--- config.mk ---
export PLATFORM = sky130hd
export DESIGN_NAME = dap_controller
export DESIGN_NICKNAME = d
export VERILOG_FILES = /design/src/dap_pkg.sv /design/src/dap_timer.sv /design/src/dap_ahb_regs.sv /design/src/dap_cmd_fsm.sv /design/src/dap_mcu_helper.sv /design/src/dap_delay_worker.sv /design/src/dap_controller.sv
export SDC_FILE = /design/constraint.sdc
export NUM_CORES = 1
export LEC_CHECK = 0
export ABC_AREA = 0
export BUFFER_PORTS_ARGS = -buffer_cell sky130_fd_sc_hd__buf_4
export CORE_MARGIN = 2
export CORE_UTILIZATION = 52
export CTS_CLUSTER_DIAMETER = 50
export DETAILED_ROUTE_END_ITERATION = 10
export GPL_TIMING_DRIVEN = 0
export PLACE_DENSITY = 0.77
export SETUP_SLACK_MARGIN = 0.2
export SYNTH_ARGS = -nofsm -noshare
export SYNTH_HDL_FRONTEND = slang
export SYNTH_SLANG_ARGS = --single-unit
--- constraint.sdc ---
create_clock -name hclk -period 2.3 [get_ports hclk]
set_clock_uncertainty 0.1 [all_clocks]
set_input_delay 0.23 -clock hclk [delete_from_list [all_inputs] [get_ports hclk]]
set_output_delay 0.23 -clock hclk [all_outputs]
set_load 0.02 [all_outputs]
--- src/dap_pkg.sv ---
package dap_pkg;

    // ------------------------------------------------------------------------
    // Data types
    // ------------------------------------------------------------------------

    // One byte of the request or response stream
    typedef logic [7:0]  byte_t;

    // One AHB data word
    typedef logic [31:0] word_t;

    // Byte lanes of one AHB transfer
    typedef logic [3:0]  strobe_t;

    // Byte offset inside a response group, also used for the group length
    typedef logic [9:0]  resp_addr_t;

    // Command state machine
    typedef enum logic [1:0] {
        st_read_cmd,
        st_read_num,
        st_run,
        st_finish
    } cmd_state_t;

    // ------------------------------------------------------------------------
    // Command codes decoded in hardware
    // ------------------------------------------------------------------------
    localparam byte_t cmd_transfer_abort = 8'h07;
    localparam byte_t cmd_delay          = 8'h09;
    localparam byte_t cmd_queue          = 8'h7E;
    localparam byte_t cmd_execute        = 8'h7F;

    // Register offsets
    localparam word_t reg_cr     = 32'h0000_0000;
    localparam word_t reg_time   = 32'h0000_0004;
    localparam word_t reg_sr     = 32'h0000_0008;
    localparam word_t reg_dr     = 32'h0000_000C;
    localparam word_t reg_curcmd = 32'h0000_0010;

    // Longest wait of a data register read on an empty stream
    localparam int dr_timeout_cycles = 16;

endpackage

--- src/dap_timer.sv ---
`timescale 1ns/10ps

module dap_timer import dap_pkg::*; #(
    parameter int clk_mhz = 60
) (
    input  logic  hclk,
    input  logic  hresetn,
    input  logic  time_clear,
    output word_t clk_count,
    output logic  us_tick
);

    localparam int div_width = $clog2(clk_mhz + 1);

    // Cycle divider for the microsecond tick
    logic [div_width-1:0] div_q;

    // Last cycle of each microsecond
    assign us_tick = (div_q == div_width'(clk_mhz - 1));

    always_ff @(posedge hclk or negedge hresetn) begin
        if (!hresetn) begin
            clk_count <= '0;
            div_q     <= '0;
        end else if (time_clear) begin
            // TIME write restarts both counters
            clk_count <= '0;
            div_q     <= '0;
        end else begin
            clk_count <= clk_count + 1'b1;
            if (us_tick) begin
                div_q <= '0;
            end else begin
                div_q <= div_q + 1'b1;
            end
        end
    end

endmodule

--- src/dap_ahb_regs.sv ---
`timescale 1ns/10ps

module dap_ahb_regs import dap_pkg::*; #(
    parameter int addr_width = 12
) (
    input  logic                  hclk,
    input  logic                  hresetn,
    input  logic                  hsel,
    input  logic [addr_width-1:0] haddr,
    input  logic [1:0]            htrans,
    input  logic [2:0]            hsize,
    input  logic                  hwrite,
    input  logic                  hready,
    input  word_t                 hwdata,
    output logic                  hreadyout,
    output word_t                 hrdata,
    input  word_t                 clk_count,
    input  logic                  helper_active,
    input  byte_t                 cur_cmd,
    input  logic                  in_valid,
    input  byte_t                 in_data,
    output logic                  enable,
    output logic                  int_en,
    output logic                  time_clear,
    output logic                  dr_write,
    output logic                  dr_read,
    output logic                  sr_clear,
    output byte_t                 wdata_byte
);

    localparam int tmo_width = $clog2(dr_timeout_cycles) + 1;

    logic                  trans_req;
    logic [addr_width-1:0] addr_q;
    logic                  read_en;
    logic                  write_en;
    strobe_t               strobe_nxt;
    strobe_t               strobe_q;
    word_t                 addr_word;
    word_t                 ctrl_q;
    logic [tmo_width-1:0]  tmo_q;
    logic                  timed_out;

    // ------------------------------------------------------------------------
    // Address phase
    // ------------------------------------------------------------------------

    // Only NONSEQ and SEQ transfers start an access
    assign trans_req = hready & hsel & htrans[1];

    always_comb begin
        case (hsize)
            3'b000:  strobe_nxt = strobe_t'(4'b0001) << haddr[1:0];
            3'b001:  strobe_nxt = haddr[1] ? 4'b1100 : 4'b0011;
            default: strobe_nxt = 4'b1111;
        endcase
    end

    always_ff @(posedge hclk or negedge hresetn) begin
        if (!hresetn) begin
            addr_q   <= '0;
            strobe_q <= '0;
            read_en  <= 1'b0;
            write_en <= 1'b0;
        end else begin
            if (trans_req) begin
                addr_q   <= haddr;
                strobe_q <= strobe_nxt;
            end
            // Data phase ends on hready
            if (hready) begin
                read_en  <= trans_req & ~hwrite;
                write_en <= trans_req & hwrite;
            end
        end
    end

    // Word aligned register offset of the data phase
    assign addr_word = word_t'({addr_q[addr_width-1:2], 2'b00});

    // ------------------------------------------------------------------------
    // Register writes
    // ------------------------------------------------------------------------
    always_ff @(posedge hclk or negedge hresetn) begin
        if (!hresetn) begin
            ctrl_q <= '0;
        end else if (write_en && addr_word == reg_cr) begin
            for (int i = 0; i < 4; i++) begin
                if (strobe_q[i]) begin
                    ctrl_q[8*i +: 8] <= hwdata[8*i +: 8];
                end
            end
        end
    end

    assign enable     = ctrl_q[0];
    assign int_en     = ctrl_q[31];
    assign time_clear = write_en && (addr_word == reg_time);
    assign dr_write   = write_en && (addr_word == reg_dr) && strobe_q[0];
    assign sr_clear   = write_en && (addr_word == reg_sr) && strobe_q[3] && hwdata[31];
    assign dr_read    = read_en && (addr_word == reg_dr);
    assign wdata_byte = hwdata[7:0];

    // ------------------------------------------------------------------------
    // Read data and wait states
    // ------------------------------------------------------------------------

    // Cycles spent by a DR read on an empty stream
    always_ff @(posedge hclk or negedge hresetn) begin
        if (!hresetn) begin
            tmo_q <= '0;
        end else if (dr_read && !hreadyout) begin
            tmo_q <= tmo_q + 1'b1;
        end else begin
            tmo_q <= '0;
        end
    end

    assign timed_out = (tmo_q == tmo_width'(dr_timeout_cycles));
    assign hreadyout = ~dr_read | in_valid | timed_out;

    always_comb begin
        hrdata = '0;
        if (read_en) begin
            case (addr_word)
                reg_cr:     hrdata = ctrl_q;
                reg_time:   hrdata = clk_count;
                reg_sr:     hrdata = {helper_active, 31'd0};
                // Bit 8 tells whether the byte was valid
                reg_dr:     hrdata = {23'd0, in_valid, in_data};
                reg_curcmd: hrdata = {24'd0, cur_cmd};
                default:    hrdata = '0;
            endcase
        end
    end

endmodule

--- src/dap_cmd_fsm.sv ---
`timescale 1ns/10ps

module dap_cmd_fsm import dap_pkg::*; (
    input  logic       hclk,
    input  logic       hresetn,
    input  logic       enable,
    input  logic       in_valid,
    input  byte_t      in_data,
    input  logic       dr_read,
    input  logic       delay_ready,
    input  logic       helper_done,
    input  logic       delay_done,
    input  logic       almost_full,
    input  logic       helper_we,
    input  resp_addr_t helper_addr,
    input  byte_t      helper_data,
    input  resp_addr_t helper_len,
    input  logic       delay_we,
    input  resp_addr_t delay_addr,
    input  byte_t      delay_data,
    output logic       helper_start,
    output logic       delay_start,
    output logic       in_ready,
    output byte_t      cur_cmd,
    output logic       resp_we,
    output resp_addr_t resp_addr,
    output byte_t      resp_data,
    output resp_addr_t resp_len,
    output logic       group_finish,
    output logic       packet_finish
);

    // Delay answers with the echo and one status byte
    localparam resp_addr_t delay_len = 10'd2;

    cmd_state_t state_q;
    byte_t      num_q;
    logic       group_q;
    logic       packet_q;
    byte_t      dec_cmd;
    logic       is_abort;
    logic       is_exec;
    logic       is_delay;
    logic       we_sel;
    logic       gf_sel;

    // Decode the incoming byte while idle, the held command otherwise
    assign dec_cmd  = (state_q == st_read_cmd) ? in_data : cur_cmd;
    assign is_abort = (dec_cmd == cmd_transfer_abort);
    assign is_exec  = (dec_cmd == cmd_execute) || (dec_cmd == cmd_queue);
    assign is_delay = (dec_cmd == cmd_delay);

    // Anything not decoded here goes to the firmware
    assign delay_start  = enable && (state_q == st_run) && is_delay;
    assign helper_start = enable && (state_q == st_run) && !is_delay;

    assign in_ready = enable && ((state_q == st_read_cmd) || (state_q == st_read_num) ||
                                 delay_ready || dr_read);

    always_ff @(posedge hclk or negedge hresetn) begin
        if (!hresetn) begin
            state_q  <= st_read_cmd;
            cur_cmd  <= '0;
            num_q    <= '0;
            group_q  <= 1'b0;
            packet_q <= 1'b0;
        end else if (!enable) begin
            state_q  <= st_read_cmd;
            num_q    <= '0;
            group_q  <= 1'b0;
            packet_q <= 1'b0;
        end else begin
            group_q  <= 1'b0;
            packet_q <= 1'b0;
            case (state_q)
                st_read_cmd: if (in_valid) begin
                    cur_cmd <= in_data;
                    if (is_abort) begin
                        state_q <= st_read_cmd;
                    end else if (is_exec) begin
                        state_q <= st_read_num;
                    end else begin
                        state_q <= st_run;
                    end
                end
                st_read_num: if (in_valid) begin
                    num_q   <= in_data;
                    state_q <= st_read_cmd;
                end
                st_run: if (is_delay ? delay_done : helper_done) begin
                    group_q <= 1'b1;
                    state_q <= st_finish;
                end
                default: if (!almost_full) begin
                    // Last command of the packet
                    if (num_q <= 8'd1) begin
                        num_q    <= '0;
                        packet_q <= 1'b1;
                    end else begin
                        num_q <= num_q - 1'b1;
                    end
                    state_q <= st_read_cmd;
                end
            endcase
        end
    end

    // ------------------------------------------------------------------------
    // Response routing
    // ------------------------------------------------------------------------
    always_comb begin
        we_sel    = 1'b0;
        gf_sel    = group_q;
        resp_addr = '0;
        resp_data = in_data;
        resp_len  = resp_addr_t'(1);
        case (state_q)
            // Echo of the command byte, a group of its own
            st_read_cmd: begin
                we_sel = in_valid && !is_abort;
                gf_sel = we_sel;
            end
            st_read_num: begin
                we_sel = in_valid;
                gf_sel = in_valid;
            end
            default: if (is_delay) begin
                we_sel    = delay_we;
                resp_addr = delay_addr;
                resp_data = delay_data;
                resp_len  = delay_len;
            end else begin
                we_sel    = helper_we;
                resp_addr = helper_addr;
                resp_data = helper_data;
                resp_len  = helper_len;
            end
        endcase
    end

    assign resp_we       = enable & we_sel;
    assign group_finish  = enable & gf_sel;
    assign packet_finish = enable & packet_q;

endmodule

--- src/dap_mcu_helper.sv ---
`timescale 1ns/10ps

module dap_mcu_helper import dap_pkg::*; (
    input  logic       hclk,
    input  logic       hresetn,
    input  logic       start,
    input  logic       dr_write,
    input  logic       sr_clear,
    input  byte_t      wdata_byte,
    output logic       we,
    output resp_addr_t addr,
    output byte_t      data,
    output resp_addr_t len,
    output logic       done
);

    // Bytes written by firmware so far
    resp_addr_t count_q;

    assign we   = start & dr_write;
    assign addr = count_q;
    assign data = wdata_byte;
    assign len  = count_q;

    always_ff @(posedge hclk or negedge hresetn) begin
        if (!hresetn) begin
            count_q <= '0;
            done    <= 1'b0;
        end else if (!start) begin
            count_q <= '0;
            done    <= 1'b0;
        end else begin
            if (dr_write) begin
                count_q <= count_q + 1'b1;
            end
            // Firmware acknowledges the interrupt when its answer is complete
            if (sr_clear) begin
                done <= 1'b1;
            end
        end
    end

endmodule

--- src/dap_delay_worker.sv ---
`timescale 1ns/10ps

module dap_delay_worker import dap_pkg::*; (
    input  logic       hclk,
    input  logic       hresetn,
    input  logic       start,
    input  logic       us_tick,
    input  logic       in_valid,
    input  byte_t      in_data,
    output logic       in_ready,
    output logic       we,
    output resp_addr_t addr,
    output byte_t      data,
    output logic       done
);

    typedef enum logic [2:0] {
        dl_read_lo,
        dl_read_hi,
        dl_wait,
        dl_write,
        dl_done
    } delay_state_t;

    delay_state_t state_q;

    // Microseconds still to wait
    logic [15:0] count_q;

    assign in_ready = start && (state_q == dl_read_lo || state_q == dl_read_hi);
    assign we       = start && (state_q == dl_write);
    assign done     = start && (state_q == dl_done);

    // Status byte OK right after the echo
    assign addr = resp_addr_t'(1);
    assign data = 8'h00;

    always_ff @(posedge hclk or negedge hresetn) begin
        if (!hresetn) begin
            state_q <= dl_read_lo;
            count_q <= '0;
        end else if (!start) begin
            state_q <= dl_read_lo;
        end else begin
            case (state_q)
                // Count arrives little endian
                dl_read_lo: if (in_valid) begin
                    count_q[7:0] <= in_data;
                    state_q      <= dl_read_hi;
                end
                dl_read_hi: if (in_valid) begin
                    count_q[15:8] <= in_data;
                    state_q       <= dl_wait;
                end
                dl_wait: begin
                    if (count_q == 16'd0) begin
                        state_q <= dl_write;
                    end else if (us_tick) begin
                        count_q <= count_q - 1'b1;
                    end
                end
                dl_write: state_q <= dl_done;
                default:  state_q <= dl_done;
            endcase
        end
    end

endmodule

--- src/dap_controller.sv ---
`timescale 1ns/10ps

module dap_controller import dap_pkg::*; #(
    parameter int clk_mhz    = 60,
    parameter int addr_width = 12
) (
    input  logic                  hclk,
    input  logic                  hresetn,
    // AHB slave
    input  logic                  hsel,
    input  logic [addr_width-1:0] haddr,
    input  logic [1:0]            htrans,
    input  logic [2:0]            hsize,
    input  logic                  hwrite,
    input  logic                  hready,
    input  word_t                 hwdata,
    output logic                  hreadyout,
    output word_t                 hrdata,
    output logic                  intr,
    // Request stream
    input  logic                  in_valid,
    output logic                  in_ready,
    input  byte_t                 in_data,
    // Response port
    output logic                  resp_we,
    output resp_addr_t            resp_addr,
    output byte_t                 resp_data,
    output resp_addr_t            resp_len,
    output logic                  group_finish,
    output logic                  packet_finish,
    input  logic                  almost_full
);

    word_t      clk_count;
    logic       us_tick;
    logic       enable;
    logic       int_en;
    logic       time_clear;
    logic       dr_write;
    logic       dr_read;
    logic       sr_clear;
    byte_t      wdata_byte;
    byte_t      cur_cmd;
    logic       helper_start;
    logic       helper_we;
    resp_addr_t helper_addr;
    byte_t      helper_data;
    resp_addr_t helper_len;
    logic       helper_done;
    logic       delay_start;
    logic       delay_ready;
    logic       delay_we;
    resp_addr_t delay_addr;
    byte_t      delay_data;
    logic       delay_done;

    // Firmware is asked to handle the command
    assign intr = int_en & helper_start;

    dap_timer #(
        .clk_mhz(clk_mhz)
    ) u_timer (
        .hclk, .hresetn, .time_clear, .clk_count, .us_tick
    );

    dap_ahb_regs #(
        .addr_width(addr_width)
    ) u_regs (
        .hclk, .hresetn, .hsel, .haddr, .htrans, .hsize, .hwrite, .hready,
        .hwdata, .hreadyout, .hrdata, .clk_count,
        .helper_active(helper_start),
        .cur_cmd, .in_valid, .in_data, .enable, .int_en, .time_clear,
        .dr_write, .dr_read, .sr_clear, .wdata_byte
    );

    dap_cmd_fsm u_fsm (
        .hclk, .hresetn, .enable, .in_valid, .in_data, .dr_read, .delay_ready,
        .helper_done, .delay_done, .almost_full, .helper_we, .helper_addr,
        .helper_data, .helper_len, .delay_we, .delay_addr, .delay_data,
        .helper_start, .delay_start, .in_ready, .cur_cmd, .resp_we, .resp_addr,
        .resp_data, .resp_len, .group_finish, .packet_finish
    );

    dap_mcu_helper u_helper (
        .hclk, .hresetn,
        .start(helper_start),
        .dr_write, .sr_clear, .wdata_byte,
        .we(helper_we),
        .addr(helper_addr),
        .data(helper_data),
        .len(helper_len),
        .done(helper_done)
    );

    dap_delay_worker u_delay (
        .hclk, .hresetn,
        .start(delay_start),
        .us_tick, .in_valid, .in_data,
        .in_ready(delay_ready),
        .we(delay_we),
        .addr(delay_addr),
        .data(delay_data),
        .done(delay_done)
    );

endmodule

### Yosys cells after proc, flatten, opt, wreduce, memory -nomap -nowiden

Index checks and enable logic that the tools add are counted.

| storage, ports and cells | value |
|---|---|
| memory bits (writable) | 0 |
| latch bits | 0 |
| memory bits (read-only) | 0 |
| register bits | 143 |
| output and inout port bits | 66 |
| word-level logic and storage cells | 171 |
| input port bits | 64 |
| memories kept | 0 |

| operators by class | value |
|---|---|
| reductions and logical operators | 45 |
| mux-type cells | 52 |
| bitwise operators | 13 |
| div/mod/pow operators | 0 |
| shift operators | 1 |
| $mul | 0 |
| order comparisons | 1 |
| equality and inequality tests | 32 |
| add/subtract/negate cells | 6 |

Operator list:

| kind | number |
|---|---|
| one-hot mux 32 bit (5 select lines) | 1 |
| two-way mux 32 bit | 2 |
| two-way mux 10 bit | 6 |
| two-way mux 8 bit | 7 |
| one-hot mux 8 bit (2 select lines) | 3 |
| adder 32 x 1 -> 32 bit, second input constant | 1 |
| logical NOT 32 bit | 1 |
| two-way mux 16 bit | 2 |
| equality test 10 x 2 -> 1 bit, second input constant | 2 |
| inequality test 3 bit, second input constant | 6 |
| logical AND 1 bit | 17 |
| equality test 8 x 7 -> 1 bit, second input constant | 2 |
| logical NOT 16 bit | 1 |
| subtractor 16 x 1 -> 16 bit, second input constant | 1 |
| two-way mux 2 bit | 7 |
| two-way mux 3 bit | 4 |
| two-way mux 6 bit | 2 |
| two-way mux 1 bit | 11 |
| adder 10 x 1 -> 10 bit, second input constant | 1 |
| equality test 10 x 1 -> 1 bit, second input constant | 1 |
| equality test 10 x 3 -> 1 bit, second input constant | 1 |
| inequality test 2 bit, second input constant | 5 |
| AND reduction 5 bit | 2 |
| bitwise AND 1 bit | 9 |
| 35 further kinds | 55 |

### Longest topological paths before layout

| logic depth | value |
|---|---|
| depth in word-level cells | 9 |
| mapped depth | 8 |
| depth with buffers taken out | 7 |

### By module

From an unflattened synthesis, not the netlist that was laid out.

| second synthesis, totals | value |
|---|---|
| cells, all modules | 925 |
| area total of the unflattened synthesis | 8587.0 um2 |

By module, submodules not included:

| module | seq. area each (um2) | cells an instance | area each (um2) | times used |
|---|---|---|---|---|
| dap_ahb_regs | 1326.3 | 282 | 2949.1 | 1 |
| dap_timer | 950.9 | 192 | 1894.3 | 1 |
| dap_cmd_fsm | 500.5 | 212 | 1641.6 | 1 |
| dap_delay_worker | 475.5 | 168 | 1428.9 | 1 |
| dap_mcu_helper | 275.3 | 70 | 666.9 | 1 |
| dap_controller | 0.0 | 1 | 6.3 | 1 |

### Worst setup path after synthesis

Ideal clock, no wire load.

| path | value |
|---|---|
| path kind | register -> output |
| start point | register u_fsm.state_q[0] |
| end point | output port resp_len[8] |
| required time | 1.970 ns |
| buffers on the path | 1 |
| path slack | -0.282 ns |
| arrival | 2.252 ns |
| stages on the path, launching flop included | 8 |
| path through | dfrtp_1 inv_1 ha_1 and2_1 a22oi_1 nor2_1 nor3_1 buf_4 |

| on the way | value |
|---|---|
| longest elaborated chain between the ends | 5 |
| elaborated cells between the ends (all ways) | 7 |
| classes of those cells | eq/ne: 2; mux: 3; reduce/logical: 2 |

Ends and longest elaborated chain:

| item | RTL line | source |
|---|---|---|
| start, declared | dap_cmd_fsm.sv:36 | `cmd_state_t state_q;` |
| start signal, assigned | dap_cmd_fsm.sv:62 | `state_q <= st_read_cmd;` |
| start signal, assigned | dap_cmd_fsm.sv:68 | `state_q <= st_read_cmd;` |
| start signal, assigned | dap_cmd_fsm.sv:79 | `state_q <= st_read_cmd;` |
| logical NOT 2 bit | dap_cmd_fsm.sv:48, dap_cmd_fsm.sv:117 |  |
| two-way mux 8 bit | dap_cmd_fsm.sv:48 | `assign dec_cmd = (state_q == st_read_cmd) ? in_data : cur_cmd;` |
| equality test 8 x 4 -> 1 bit | dap_cmd_fsm.sv:51 | `assign is_delay = (dec_cmd == cmd_delay);` |
| two-way mux 10 bit | dap_cmd_fsm.sv:127 | `default: if (is_delay) begin` |
| two-way mux 10 bit * | dap_cmd_fsm.sv:117 | `case (state_q)` |
| end, declared | dap_controller.sv:28 | `output resp_addr_t resp_len,` |

Every way passes the cells marked *; elsewhere a longest branch is shown, timed or not.

### Final worst setup path

| path | value |
|---|---|
| start point | register u_fsm.state_q[1] |
| end point | output port group_finish |

| on the way | value |
|---|---|
| longest elaborated chain between the ends | 7 |
| elaborated cells between the ends (all ways) | 8 |
| classes of those cells | eq/ne: 2; mux: 2; bitwise: 1; reduce/logical: 3 |

Ends and longest elaborated chain:

| item | RTL line | source |
|---|---|---|
| logical NOT 2 bit | dap_cmd_fsm.sv:48, dap_cmd_fsm.sv:117 |  |
| two-way mux 8 bit | dap_cmd_fsm.sv:48 |  |
| equality test 8 x 3 -> 1 bit | dap_cmd_fsm.sv:49 | `assign is_abort = (dec_cmd == cmd_transfer_abort);` |
| logical NOT 1 bit | dap_cmd_fsm.sv:120 | `we_sel = in_valid && !is_abort;` |
| logical AND 1 bit | dap_cmd_fsm.sv:120 |  |
| one-hot mux 1 bit (2 select lines) * | dap_cmd_fsm.sv:117 |  |
| bitwise AND 1 bit * | dap_cmd_fsm.sv:142 | `assign group_finish = enable & gf_sel;` |
| end, declared | dap_controller.sv:29 | `output logic group_finish,` |

Marked as above.

==> results.md <==
* Status: complete, but fails checks
* Failing checks: DRC, setup timing
* Least-Margin Pin Slew at 0.700 ns
* Synth cell types at 77
* Top-count cell post-synth: dfrtp_1
* Minimum clock period at 3.14 ns
* HP Start: haddr[1]
* H-tree Lvls at 4
* Slew headroom at a little over half
* Via Count at a little under 9000
* Post-layout util at between 80% and 90%
* Syn Inst Count at 835
* CTS tree: built
* Pin count of the biggest net entering global routing at 93
* Final hold viol count at 0
* Root cell of the clock tree: clkbuf_16
* Synth area leader: dfrtp_1
* Number of flops mapped to enable cells by yosys at 0
* RSZ-0062 raised after global routing: yes
* Initial Utilization at between 50% and 60%
* Pwr Total at around 10000 µW
* Vias per cell at about 6.7
* Placer Congestion at 0.973
* Sequential share of the synthesized area at ~45%
* R2r startpoint: u_regs.addr_q[10]
* Crit path from: u_fsm.state_q[1]
* Gr ovfl total at 0
* First-pass DRT Iterations at 10
* Num CTS Buffers at 17
* Pleak at approximately 0.0054 µW
* Die width at around 130 µm
* Top cells by area, synth: dfrtp_1, nor2_1, mux2_1
* Syn_area_per_cell at 9.48 µm²
* WL final at approximately 33 mm
* Vias in the first global route at about 8200
* Core area at about 15000 µm²
* Setup crit end kind: output port
* Worst-path fanout max at 5
* Mapped Nets at ~910
* Asr flop ratio synth at 100%
* Layout cell share with drive strength beyond 1 at between 40% and 50%
* Pwr dens at approximately 810 nW/µm²
* Max Slew Vio Count at 0
* Ant diodes at 0
* Fillcell total at 727
* Total global-route track usage at around a third
* Flop and latch count out of synthesis at approximately 140
* First-pass GRT wire length at between 40 and 50 mm
* Die Height at ~130 µm
* Synthesized cell area at ~7900 µm²
* Share of the synthesized area in the top cell type at approximately 45%
* # Max-Cap Violations at 0
* Clock Latency Late Sink at roughly 0.46 ns
* Final setup vio count at approximately 150
* Drt first-iter violations at between 1000 and 1500
* Clock transition at path regs at ~0.070 ns
* Dpl hpwl at about 15 mm
* Worst R2R Path Depth at 10
* Highest clock rate at between 300 and 400 MHz
* Worst Hold Class: in -> reg
* Startpoint types: flip-flop
* Setup TNS at -58.77 ns
* Worst setup margin at -0.844 ns
* Worst EP required at a little under 2 ns
* CTS max path bufs at 2
* Antenna violations before repair at 0
* Std cell rows at 45
* Crit Path Category: reg -> out
* Clock sinks at ~140
* YS warnings at 0
* VDD IR max at between 0.6 and 0.7 mV
* Critical path arrival at between 2 and 3 ns
* Port buffer count at between 100 and 150
* DRC Markers at 1
* Final period util at 137%
* Top-Level Pins at 130
* Final antenna-violating net count at 0
* P&R area growth vs syn at 59.3%
* Post-synth top cells: dfrtp_1, nor2_1, nand2_1
* Per-cell routed wire length at 25.1 µm
* Hold Path Stages at 3
* Main synth FF type: dfrtp_1
* Die Footprint at 16200 µm²
* Fin nets at 1182
-- worst max-delay path, cell delays in order (launching register included) --
cell and delay (ns):
dfrtp_1 0.42, inv_2 0.11, ha_4 0.23, clkbuf_16 0.17
buf_6 0.10, mux2_4 0.33, o41ai_4 0.53, a21oi_2 0.15
o21a_1 0.18, buf_6 0.14
-- metrics by stage --
step                instances  instance area [µm²]  hold WS, ns  setup WS, ns
floorplan                 835                 8300       -0.166        0.0976
global placement         1147                 9460        0.327        -0.308
detailed placement       1148                 9490        0.108        -0.376
CTS                      1276                11700       0.0284        -0.639
global route             1306                12600       0.0471        -0.818
finish                   1306                12600       0.0145        -0.844
-- cells by family (layout without fill, tap and decap cells) --
group                      after synthesis  in the layout  synth area share [%]
buffers and inverters                   76            359                  4.22
AOI/OAI and AO/OA                      174            174                  14.7
DFF                                    141            141                  44.6
and+or+nand+nor                        338            338                  22.5
xor gates and xnor gates                40             40                  4.43
muxes                                   53             53                  7.49
adders and majority gates               13             13                  2.06
-- path summary, 6_finish.rpt --
check	endpoint	slack, ns
hold reg to reg	u_delay.count_q[15]	0.39
max in group asynchronous	u_timer.clk_count[24]	1.06
setup reg to reg	u_regs.ctrl_q[15]	-0.46
setup / recovery	group_finish	-0.84
min in group asynchronous	u_delay.count_q[2]	0.20
hold / removal	u_regs.strobe_q[2]	0.01
-- layout by cell type, fill, tap and decap left out, drive strengths merged, types with 5 or more instances in the layout --
cell type,netlist,final
dlygate4sd3,0,46
o22ai,6,6
nor2,103,103
nor3b,5,5
ha,13,13
a21oi,40,40
or4,6,6
nand2,69,69
inv,21,23
a211oi,5,5
xor2,31,31
xnor2,9,9
mux2,50,50
nand2b,6,6
nor4,8,8
nand4,22,22
a31oi,8,8
or3,10,10
a222oi,9,9
o21ai,39,39
clkinv,1,6
nand3,37,37
and3,20,20
dfrtp,141,141
and4,6,6
and2,11,11
clkbuf,32,53
a22oi,25,25
o41ai,6,6
nor3,15,15
buf,22,226
-- sequential cells by signal, indices dropped and copies added, names as in the netlist, 2 cells and up --
register	count
u_helper.addr	10
u_regs.ctrl_q	32
u_delay.state_q	3
u_fsm.cur_cmd	8
u_regs.strobe_q	4
u_timer.clk_count	32
u_regs.tmo_q	5
u_fsm.state_q	2
u_fsm.num_q	8
u_timer.div_q	6
u_delay.count_q	16
u_regs.addr_q	10
-- where the power goes --
part           internal, µW  switching [µW]
Combinational          1970            2250
Clock                  1520            1220
Sequential             2820             446
-- per-layer routing --
metal	share of wire, %	wire (µm)	vias to the layer above	global-route usage (%)
li1	-	-	3575	-
met3	10	3380	246	7.08
met1	35	11400	4234	41.6
met5	0	0	-	0
met2	48	15700	710	56.3
met4	7.2	2340	0	19.1
-- layout make-up --
| type | count | area [µm²] | share of cell area [%] |
|---|---|---|---|
| Clock buffer | 20 | 447 | 3.54 |
| Clock inverter | 12 | 114 | 0.903 |
| Tap cell | 188 | 235 | 1.87 |
| Inverter | 22 | 82.6 | 0.655 |
| Multi-Input combinational cell | 618 | 5250 | 41.7 |
| Timing Repair Buffer | 251 | 2470 | 19.6 |
| Buffer | 54 | 477 | 3.78 |
| Sequential cell | 141 | 3530 | 28.0 |
-- timing repair --
item                       4_1_cts  5_1_grt
setup buffers                   45       28
hold endpoints to repair        93        0
pin swaps                       47       70
resized for setup              197      144
cloned                           5        2
hold buffers                    46        0
setup endpoints to repair      175      184
No activity file was read; power rests on OpenSTA's default activity.
